$ cat src/keyPkg.sv
/*
 * Shared constants and types for the four-key click classifier.
 * Referred to by scoped name from every design file; timing is in milliseconds
 */
package keyPkg;

	// Key count and index width
	localparam int NUM_KEYS  = 4;
	localparam int KEY_IDX_W = 2;

	// Settling time after any accepted edge
	localparam int DEBOUNCE_MS = 10;

	// Window after a settled release in which a new press is a double click
	localparam int DCLICK_WINDOW_MS = 100;

	// Millisecond counters in the classifier, must hold DCLICK_WINDOW_MS
	localparam int MS_CNT_W = 7;

	// Board clock of 50 MHz
	localparam int CLK_PER_MS_DEFAULT = 50000;

	// Classification of one click
	typedef enum logic [1:0] {
		CLICK_NONE   = 2'd0,  // Nothing to report
		CLICK_SINGLE = 2'd1,  // Window expired without second press
		CLICK_DOUBLE = 2'd2   // Second press inside window
	} clickKind;

endpackage

$ cat src/msTimebase.sv
/*
 * Millisecond prescaler. Emits a one-cycle tick every clkPerMs clocks,
 * the only place where the clock rate enters the design
 */
module msTimebase #(
	parameter int clkPerMs = 50000
) (
	input  logic CLOCK,
	input  logic RST_n,
	output logic msTick
);

	// Counter wide enough for clkPerMs - 1, also for tiny sim values
	logic [$clog2(clkPerMs + 1)-1:0] cnt;

	always_ff @(posedge CLOCK or negedge RST_n) begin
		if (!RST_n) begin
			cnt    <= $bits(cnt)'(clkPerMs - 1);
			msTick <= 1'b0;
		end else if (cnt == '0) begin
			cnt    <= $bits(cnt)'(clkPerMs - 1);  // Reload
			msTick <= 1'b1;
		end else begin
			cnt    <= cnt - 1'b1;
			msTick <= 1'b0;
		end
	end

endmodule

$ cat src/keyDecode.sv
/*
 * Decode stage. Synchronizes every raw key through two flops and
 * registers the compare of the two as fall and rise pulses.
 * Keys are active low, so a fall is a press and a rise a release
 */
module keyDecode (
	input  logic                      CLOCK,
	input  logic                      RST_n,
	input  logic [keyPkg::NUM_KEYS-1:0] keyRaw,
	output logic [keyPkg::NUM_KEYS-1:0] keyFall,
	output logic [keyPkg::NUM_KEYS-1:0] keyRise
);

	logic [keyPkg::NUM_KEYS-1:0] sync1;  // First stage, may go metastable
	logic [keyPkg::NUM_KEYS-1:0] sync2;  // Second stage, older sample

	// Both stages read released after reset
	always_ff @(posedge CLOCK or negedge RST_n) begin
		if (!RST_n) begin
			sync1 <= '1;
			sync2 <= '1;
		end else begin
			sync1 <= keyRaw;
			sync2 <= sync1;
		end
	end

	// Old high and new low is a press; pulse lands on third clock after the change
	always_ff @(posedge CLOCK or negedge RST_n) begin
		if (!RST_n) begin
			keyFall <= '0;
			keyRise <= '0;
		end else begin
			keyFall <= sync2 & ~sync1;
			keyRise <= ~sync2 & sync1;
		end
	end

endmodule

$ cat src/clickClassifier.sv
/*
 * Execute stage for one key. Debounces press and release in milliseconds,
 * times the double-click window and pulses single or double for one cycle.
 * Edge inputs come from keyDecode, msTick from msTimebase
 */
module clickClassifier (
	input  logic CLOCK,
	input  logic RST_n,
	input  logic msTick,
	input  logic keyFall,
	input  logic keyRise,
	output logic singleClick,
	output logic doubleClick
);

	typedef enum logic [3:0] {
		ST_IDLE,       // Wait for press
		ST_PRESS_DB,   // Press debounce
		ST_WAIT_REL,   // Wait for release
		ST_REL_DB,     // Release debounce
		ST_WINDOW,     // Double-click window
		ST_PULSE,      // Raise the result pulse
		ST_CLEAR,      // Drop the pulse
		ST_CHECK,      // Single ends here, double waits for release
		ST_WAIT_REL2,  // Release of the second press
		ST_REL2_DB     // Its debounce
	} clickState;

	clickState                   state;
	logic [keyPkg::MS_CNT_W-1:0] msCnt;  // Milliseconds in current step
	keyPkg::clickKind            kind;   // Held from window check to pulse

	logic dbDone;   // Last tick of a debounce interval
	logic winDone;  // Last tick of the window

	assign dbDone  = msTick && (msCnt == keyPkg::DEBOUNCE_MS - 1);
	assign winDone = msTick && (msCnt == keyPkg::DCLICK_WINDOW_MS - 1);

	always_ff @(posedge CLOCK or negedge RST_n) begin
		if (!RST_n) begin
			state       <= ST_IDLE;
			msCnt       <= '0;
			kind        <= keyPkg::CLICK_NONE;
			singleClick <= 1'b0;
			doubleClick <= 1'b0;
		end else begin
			case (state)
				ST_IDLE: begin
					if (keyFall)
						state <= ST_PRESS_DB;
				end

				// Edges ignored while settling
				ST_PRESS_DB: begin
					if (dbDone) begin
						msCnt <= '0;
						state <= ST_WAIT_REL;
					end else if (msTick) begin
						msCnt <= msCnt + 1'b1;
					end
				end

				ST_WAIT_REL: begin
					if (keyRise)
						state <= ST_REL_DB;
				end

				ST_REL_DB: begin
					if (dbDone) begin
						msCnt <= '0;
						state <= ST_WINDOW;
					end else if (msTick) begin
						msCnt <= msCnt + 1'b1;
					end
				end

				// Press wins over expiry in the same cycle
				ST_WINDOW: begin
					if (keyFall) begin
						kind  <= keyPkg::CLICK_DOUBLE;
						msCnt <= '0;
						state <= ST_PULSE;
					end else if (winDone) begin
						kind  <= keyPkg::CLICK_SINGLE;
						msCnt <= '0;
						state <= ST_PULSE;
					end else if (msTick) begin
						msCnt <= msCnt + 1'b1;
					end
				end

				ST_PULSE: begin
					singleClick <= (kind == keyPkg::CLICK_SINGLE);
					doubleClick <= (kind == keyPkg::CLICK_DOUBLE);
					state       <= ST_CLEAR;
				end

				ST_CLEAR: begin
					singleClick <= 1'b0;
					doubleClick <= 1'b0;
					state       <= ST_CHECK;
				end

				// Second press still held after a double
				ST_CHECK: begin
					kind <= keyPkg::CLICK_NONE;
					if (kind == keyPkg::CLICK_DOUBLE)
						state <= ST_WAIT_REL2;
					else
						state <= ST_IDLE;
				end

				ST_WAIT_REL2: begin
					if (keyRise)
						state <= ST_REL2_DB;
				end

				ST_REL2_DB: begin
					if (dbDone) begin
						msCnt <= '0;
						state <= ST_IDLE;
					end else if (msTick) begin
						msCnt <= msCnt + 1'b1;
					end
				end

				default: state <= ST_IDLE;
			endcase
		end
	end

endmodule

$ cat src/clickResult.sv
/*
 * Result stage. Records click pulses of all keys as pending bits and
 * reports the lowest pending key once per cycle as an event strobe.
 * Single clicks toggle the key's light, double clicks its mode
 */
module clickResult (
	input  logic                          CLOCK,
	input  logic                          RST_n,
	input  logic [keyPkg::NUM_KEYS-1:0]   singleClick,
	input  logic [keyPkg::NUM_KEYS-1:0]   doubleClick,
	output logic [keyPkg::NUM_KEYS-1:0]   ledState,
	output logic [keyPkg::NUM_KEYS-1:0]   modeState,
	output logic                          eventStrobe,
	output logic [keyPkg::KEY_IDX_W-1:0]  eventKey,
	output keyPkg::clickKind              eventKind
);

	logic [keyPkg::NUM_KEYS-1:0]  pendSingle;
	logic [keyPkg::NUM_KEYS-1:0]  pendDouble;
	logic [keyPkg::NUM_KEYS-1:0]  anyPend;
	logic                         havePick;
	logic [keyPkg::KEY_IDX_W-1:0] pickIdx;
	logic                         pickDouble;  // Double goes first on a key
	logic [keyPkg::NUM_KEYS-1:0]  clrSingle;
	logic [keyPkg::NUM_KEYS-1:0]  clrDouble;

	assign anyPend  = pendSingle | pendDouble;
	assign havePick = |anyPend;

	// Priority pick, lowest index wins
	always_comb begin
		pickIdx = '0;
		for (int i = keyPkg::NUM_KEYS - 1; i >= 0; i--) begin
			if (anyPend[i])
				pickIdx = i[keyPkg::KEY_IDX_W-1:0];
		end
		pickDouble = pendDouble[pickIdx];
		clrSingle  = '0;
		clrDouble  = '0;
		if (havePick) begin
			if (pickDouble)
				clrDouble[pickIdx] = 1'b1;
			else
				clrSingle[pickIdx] = 1'b1;
		end
	end

	// New pulse wins over a clear of the same bit
	always_ff @(posedge CLOCK or negedge RST_n) begin
		if (!RST_n) begin
			pendSingle <= '0;
			pendDouble <= '0;
		end else begin
			pendSingle <= (pendSingle & ~clrSingle) | singleClick;
			pendDouble <= (pendDouble & ~clrDouble) | doubleClick;
		end
	end

	// Report and toggle in the same clock
	always_ff @(posedge CLOCK or negedge RST_n) begin
		if (!RST_n) begin
			eventStrobe <= 1'b0;
			eventKey    <= '0;
			eventKind   <= keyPkg::CLICK_NONE;
			ledState    <= '0;
			modeState   <= '0;
		end else begin
			eventStrobe <= havePick;
			eventKey    <= pickIdx;
			if (!havePick)
				eventKind <= keyPkg::CLICK_NONE;
			else if (pickDouble)
				eventKind <= keyPkg::CLICK_DOUBLE;
			else
				eventKind <= keyPkg::CLICK_SINGLE;
			ledState  <= ledState ^ clrSingle;
			modeState <= modeState ^ clrDouble;
		end
	end

endmodule

$ cat src/keyClickTop.sv
/*
 * Top level of the click classifier. Wires the millisecond timebase,
 * the key decoder, one classifier per key and the result stage.
 * Set clkPerMs low for simulation
 */
module keyClickTop #(
	parameter int clkPerMs = keyPkg::CLK_PER_MS_DEFAULT
) (
	input  logic                         CLOCK,
	input  logic                         RST_n,
	input  logic [keyPkg::NUM_KEYS-1:0]  keyRaw,     // Pressed reads low
	output logic [keyPkg::NUM_KEYS-1:0]  ledState,
	output logic [keyPkg::NUM_KEYS-1:0]  modeState,
	output logic                         eventStrobe,
	output logic [keyPkg::KEY_IDX_W-1:0] eventKey,
	output keyPkg::clickKind             eventKind
);

	logic                        msTick;
	logic [keyPkg::NUM_KEYS-1:0] keyFall;
	logic [keyPkg::NUM_KEYS-1:0] keyRise;
	logic [keyPkg::NUM_KEYS-1:0] singleClick;
	logic [keyPkg::NUM_KEYS-1:0] doubleClick;

	msTimebase #(
		.clkPerMs(clkPerMs)
	) u_timebase (
		.CLOCK (CLOCK),
		.RST_n (RST_n),
		.msTick(msTick)
	);

	keyDecode u_decode (
		.CLOCK  (CLOCK),
		.RST_n  (RST_n),
		.keyRaw (keyRaw),
		.keyFall(keyFall),
		.keyRise(keyRise)
	);

	// One classifier per key, shared tick
	for (genvar g = 0; g < keyPkg::NUM_KEYS; g++) begin : g_key
		clickClassifier u_classifier (
			.CLOCK      (CLOCK),
			.RST_n      (RST_n),
			.msTick     (msTick),
			.keyFall    (keyFall[g]),
			.keyRise    (keyRise[g]),
			.singleClick(singleClick[g]),
			.doubleClick(doubleClick[g])
		);
	end

	clickResult u_result (
		.CLOCK      (CLOCK),
		.RST_n      (RST_n),
		.singleClick(singleClick),
		.doubleClick(doubleClick),
		.ledState   (ledState),
		.modeState  (modeState),
		.eventStrobe(eventStrobe),
		.eventKey   (eventKey),
		.eventKind  (eventKind)
	);

endmodule

$ cat config.mk
export PLATFORM = sky130hd
export DESIGN_NAME = keyClickTop
export DESIGN_NICKNAME = d
export VERILOG_FILES = /design/src/keyPkg.sv /design/src/msTimebase.sv /design/src/keyDecode.sv /design/src/clickClassifier.sv /design/src/clickResult.sv /design/src/keyClickTop.sv
export SDC_FILE = /design/constraint.sdc
export NUM_CORES = 1
export LEC_CHECK = 0
export BUFFER_PORTS_ARGS = -buffer_cell sky130_fd_sc_hd__buf_2
export CAP_MARGIN = 30
export CORE_MARGIN = 2
export CORE_UTILIZATION = 56
export CTS_CLUSTER_SIZE = 8
export DETAILED_ROUTE_END_ITERATION = 12
export PLACE_DENSITY = 0.85
export SYNTH_ARGS = -nofsm -noshare
export SYNTH_HDL_FRONTEND = slang
export SYNTH_SLANG_ARGS = --single-unit
$ cat constraint.sdc
create_clock -name CLOCK -period 1.9 [get_ports CLOCK]
set_input_delay 0 -clock CLOCK [delete_from_list [all_inputs] [get_ports CLOCK]]
set_output_delay 0 -clock CLOCK [all_outputs]
set_load 0.02 [all_outputs]
# == Word-level counts from Yosys, hierarchy flattened ==
# Cells that the tools add are included.
# word_totals
reg_bits,114
input_bits,6
# op_classes
add_sub_neg,5
n_reduce_logical,39
n_lt_le_gt_ge,2
muxes,96
n_eq_ne,80
bitwise,13
# op_table
op,n
2-to-1 mux 4 bit,40
one-hot mux 4 bit (10 select lines),4
2-to-1 mux 7 bit,16
== test 4 x 3 -> 1 bit (second input constant),16
one-hot mux 7 bit (2 select lines),4
== test 4 x 2 -> 1 bit (second input constant),8
== test 4 bit (second input constant),8
adder 7 x 1 -> 7 bit (second input constant),4
== test 7 x 4 -> 1 bit (second input constant),4
== test 7 bit (second input constant),4
2-to-1 mux 2 bit,14
AND reduction 7 bit,4
inequality test 2 x 1 -> 1 bit (second input constant),12
inequality test 2 bit (second input constant),12
nonzero test 2 bit,12
AND 4 bit,4
== test 4 x 1 -> 1 bit (second input constant),4
logical NOT 16 bit,1
logical NOT 4 bit,4
2-to-1 mux 16 bit,1
NOT 4 bit,4
one-hot mux 1 bit (2 select lines),8
one-hot mux 2 bit (2 select lines),4
subtractor 16 x 1 -> 16 bit (second input constant),1
other kinds (14),42

# == Depth between registers and ports, before layout ==
# logic_depth
ltp_word,14
mapped_depth,7

# == By module ==
# A second synthesis with hierarchy kept.
# unflattened
cells_unflattened,603
hier_area_um2,6192.2
# by_module_without_submodules
module,n_inst,seq_area_each_um2,area_each_um2,cells_per_inst
clickClassifier,4,375.4,998.5,106
clickResult,1,525.5,867.1,72
msTimebase,1,436.7,850.8,83
keyDecode,1,410.4,480.5,24

# == Worst setup path before layout ==
# No wires, ideal clock.
# synth_timing
path_kind,flip-flop to flip-flop
start,register g_key[1].u_classifier.state[3]
end,register g_key[1].u_classifier.state[3]
setup_slack_ns,0.052
arrival_ns,1.724
path_buffers,1
period_less_slack_ns,1.848
stages_incl_launch_ff,6
path_cell_list,dfrtp_1 -> buf_4 -> or4b_2 -> a2bb2oi_1 -> o311ai_1 -> mux2_2
# synth_via
elab_chain_len,3
elab_cells_between_ends,19
cone_classes,eq/ne (16); mux (1); reduce/logical (2)
# synth_lines
item,line_no,text
start: declaration,clickClassifier.sv:29,clickState state;
start signal: assignment,clickClassifier.sv:41,state <= ST_IDLE;
start signal: assignment,clickClassifier.sv:50,state <= ST_PRESS_DB;
start signal: assignment,clickClassifier.sv:57,state <= ST_WAIT_REL;
== test 4 x 3 -> 1 bit (tied with other cells),clickClassifier.sv:47,case (state)
inequality test 3 x 2 -> 1 bit (no source line) (tied with other cells),--,
AND reduction 7 bit (no source line),--,
# Parallel ways exist; a longest one is shown, timed or not.
# A chain may end at the register's enable or synchronous reset.

# == Final worst setup path ==
# layout_timing
start,register u_timebase.msTick
end,register g_key[1].u_classifier.state[3]
# layout_via
elab_chain_len,3
elab_cells_between_ends,7
cone_classes,eq/ne (4); reduce/logical (3)
# layout_lines
item,line_no,text
start: declaration,msTimebase.sv:10,output logic msTick
start signal: assignment,msTimebase.sv:19,msTick <= 1'b0;
start signal: assignment,msTimebase.sv:22,msTick <= 1'b1;
start signal: assignment,msTimebase.sv:25,msTick <= 1'b0;
"logical AND 1 bit, on equally long branches","clickClassifier.sv:37, clickClassifier.sv:36",
inequality test 3 x 2 -> 1 bit (no source line) / inequality test 2 x 1 -> 1 bit (equally long branches),--,
AND reduction 7 bit (no source line) *,--,
# Mark *: on every way between the ends. The rest lies on a longest branch, timed or not.

==> flow_summary_export.csv <==
group,metric,value,unit
route,vias_per_cell,6.15,
worst_setup_path,critPathKind,"flop to flop",
route,antenna_left,0,
clock_tree,cts.path.max_buffers,2,
route,met3_length,568,um
sta,setup_slack,-0.00258,ns
final_layout,multiInputGateArea,3020,sq um
route,routed_wl,13700,um
floorplanning,die_x,108,um
worst_setup_path,r2r_cells,4,
global_route,grt_pass1_wl,22500,um
route,wl_per_cell,17.0,um
worst_hold_path,hold_class,"input port to asynchronous set/reset pin",
yosys,async_flop_share,100,%
yosys,ys_seq_elements,114,
worst_setup_path,start_kind,"flop",
sta,timing.fmax,526,MHz
sta,setup_viol,1,
worst_setup_path,crit_chain,"or3b_4, o211ai_1, o311ai_2, mux2_2",
sta,rsz0062_at_grt,"yes",
global_route,grt_remaining_overflow,0,
yosys,ys_seq_area_share,47.5,%
job,cap_violations,0,
run_status,violations,"setup timing",
sta,post-route-period-util,100,%
floorplanning,start_util,58.1,%
worst_setup_path,critPathBufInv,0,
placed_design,portBuffers,18,
floorplanning,die_y,108,um
run_status,status,"complete, but fails checks",
final_layout,layout.nets,676,
final_layout,finalNonFillerCells,809,
yosys,synthTopCellsByArea,"dfrtp_1 (40%), dfstp_2 (7.4%), o21ai_0 (4.0%), nand2_1 (3.2%), a211oi_1 (3.0%)",
floorplanning,dieArea,11700,sq um
sta,slew_headroom,67.3,%
clock_tree,clockRootBuffer,"clkbuf_8",
global_route,grt_start_max_net_pins,69,
route,vias,4978,
yosys,synth_edf_count,0,
clock_tree,clk_latency,0.52,ns
pwr,power_density,1360,nW/um^2
worst_setup_path,end_kind,"flop",
yosys,avgSynthCellArea,10.1,sq um
floorplanning,rows,37,
route,drc,0,
yosys,synth_fp_nets,617,
route,route.met2.wl,7000,um
worst_setup_path,slowest_delay,0.52,ns
pwr,ir_drop,1.06,mV
yosys,synth_ff_type,"dfrtp_1",
worst_setup_path,critPathArrivalTime,2.31,ns
sta,worst_slew_pin_slew,0.491,ns
clock_tree,cts_buffers,17,
yosys,yosys.area.top_type,"dfrtp_1",
yosys,yosysWarnings,0,
global_route,grt_util_all_layers,24.4,%
worst_setup_path,cp_top_family,"flip-flops",
yosys,postSynthCellCount,601,
global_route,grt_pass1_vias,4849,
placed_design,place_ws,-0.0509,ns
clock_tree,clk_pin_slew_worst_paths,0.06,ns
final_layout,fill_cells,733,
worst_setup_path,r2r_slack,-0.003,ns
placed_design,placed_cells,770,
worst_setup_path,required,2.31,ns
clock_tree,clock-sinks,114,
worst_setup_path,timing.rr.start,"u_timebase.msTick",
yosys,yosysTopAreaCellShare,40.1,%
placed_design,place_congestion,0.912,
yosys,synth_cell_types,76,
worst_setup_path,slowest_stage,"dfrtp_2",
placed_design,dp_hpwl,8840,um
sta,skew,0.0121,ns
final_layout,seqCellArea,2880,sq um
final_layout,area_growth,21.2,%
final_layout,final_common_cell,"dfrtp_1",
final_layout,drive_above_1_share,23.8,%
sta,finalHoldViolations,0,
route,drt_iter0_markers,410,
yosys,synth_area,6050,sq um
route,highest_layer,"met4",
global_route,antenna_found_initial,0,
sta,finalSetupTns,-0.00258,ns
floorplanning,ios,19,
clock_tree,cts_tree,"yes",
pwr,leakage,3.04,nW
sta,drv_slew,0,
final_layout,final_cell_mix,"dfrtp_1 (93), nand2_1 (52), o21ai_0 (48), buf_4 (47), nor2_1 (32)",
worst_setup_path,path_max_fanout,13,
worst_setup_path,r2r-end,"g_key[1].u_classifier.state[3]",
clock_tree,htreeDepth,4,
route,dr.pass1.iters,5,
floorplanning,coreArea,10400,sq um
sta,fin_crit,1.90,ns
final_layout,n_antenna_cell,0,
route,wl_met1,5920,um
[power breakdown]
| part | switching (mW) | total [mW] | leakage, nW | internal [mW] |
|---|---|---|---|---|
| Combinational | 1.79 | 3.19 | 1.33 | 1.40 |
| Sequential | 0.514 | 3.41 | 1.42 | 2.89 |
| Clock | 1.19 | 3.37 | 0.291 | 2.18 |
| Total | 3.49 | 9.96 | 3.04 | 6.47 |
[worst min-delay path: stages]
cell           delay (ns)
dlygate4sd3_1        0.52
buf_4                0.14
buf_12               0.24
[flip-flops by register name (all words and copies together) (netlist names)]
name,flops
g_key.u_classifier.msCnt,28
u_result.eventKey,2
u_result.eventKind,2
u_result.ledState,4
u_result.pendSingle,4
u_decode.sync1,4
g_key.u_classifier.kind,8
u_decode.keyRise,4
u_decode.keyFall,4
u_result.modeState,4
g_key.u_classifier.doubleClick,4
u_result.pendDouble,4
g_key.u_classifier.state,16
g_key.u_classifier.singleClick,4
u_timebase.msTick,1
u_decode.sync2,4
u_timebase.cnt,16
u_result.eventStrobe,1
[routing by layer]
layer / GRT usage (%) / vias to the layer above
met4: 8.42 / 0
met5: 0 / -
li1: - / 2315
met3: 6.99 / 24
met2: 41.4 / 132
met1: 29.8 / 2507
[how the worst max path moves through the flow]
stage	startpoint	end	slack (ns)	cells past startpoint
5_1_grt	u_timebase.msTick	g_key[1].u_classifier.state[3]	-0.04	4
2_1_floorplan	g_key[1].u_classifier.state[3]	g_key[1].u_classifier.state[3]	0.05	5
3_3_place_gp	u_timebase.msTick	g_key[2].u_classifier.state[3]	0.07	4
6_report	u_timebase.msTick	g_key[1].u_classifier.state[3]	-0.003	4
4_1_cts	g_key[1].u_classifier.msCnt[1]	g_key[1].u_classifier.msCnt[1]	0.007	6
3_5_place_dp	u_timebase.msTick	g_key[1].u_classifier.state[3]	-0.05	4
[cells in the mapped netlist, types with 5 or more instances]
cell       count
nor2b_1       17
nand3_1       10
a21o_1         6
dfstp_2       17
o21ai_0       48
nor3b_1        7
buf_2          9
or3_1         19
nand2_1       52
nor3_1        14
nand4b_1       5
o21bai_1       5
a21oi_1       21
nor2_1        32
or4b_1         5
a211oi_1      24
and2_1         7
nand2b_1       9
xor2_1        13
nand4_1       10
clkbuf_1      13
dfrtp_1       97
o31ai_1        7
inv_1         26
o2bb2ai_1      5
ha_1          10
o211ai_1       5
xnor2_1       10
or4_1          8
[cell families after synthesis]
group           share of synthesized area (%)
compound gates                           17.5
xor+xnor                                 3.33
fa+ha+maj                                2.07
buf+inv                                  4.53
flops                                    47.5
mux                                      1.41
simple gates                             23.7
[per-stage QoR]
step                util [%]  hold WS, ns  instance area (sq um)  power, mW
finish                  70.4      0.00803                   7330       9.96
global placement        62.5       0.0103                   6510       6.25
detailed placement      62.5      0.00964                   6510       6.40
global route            70.4       0.0154                   7330       10.5
CTS                     69.3      0.00542                   7220       9.86
floorplan                  -       -0.296                   6050       5.45
[area by class of cell]
| cell class | count | share of cell area, % |
|---|---|---|
| Clock buffer | 18 | 5.84 |
| Tap cell | 136 | 2.32 |
| Sequential cell | 114 | 39.3 |
| Inverter | 27 | 1.38 |
| Clock inverter | 14 | 2.75 |
| Timing Repair Buffer | 71 | 7.20 |
| Multi-Input combinational cell | 429 | 41.2 |
[timing repair]
action                                  in CTS  in global routing
gates resized for setup                      5                 20
cloned                                       0                  0
pin swaps                                    1                  4
endpoints found under the hold margin      118                  0
endpoints found under the setup margin      11                 22
setup buffers                                0                  2
hold buffers                                 5                  0
(Power assumes the default switching activity.)
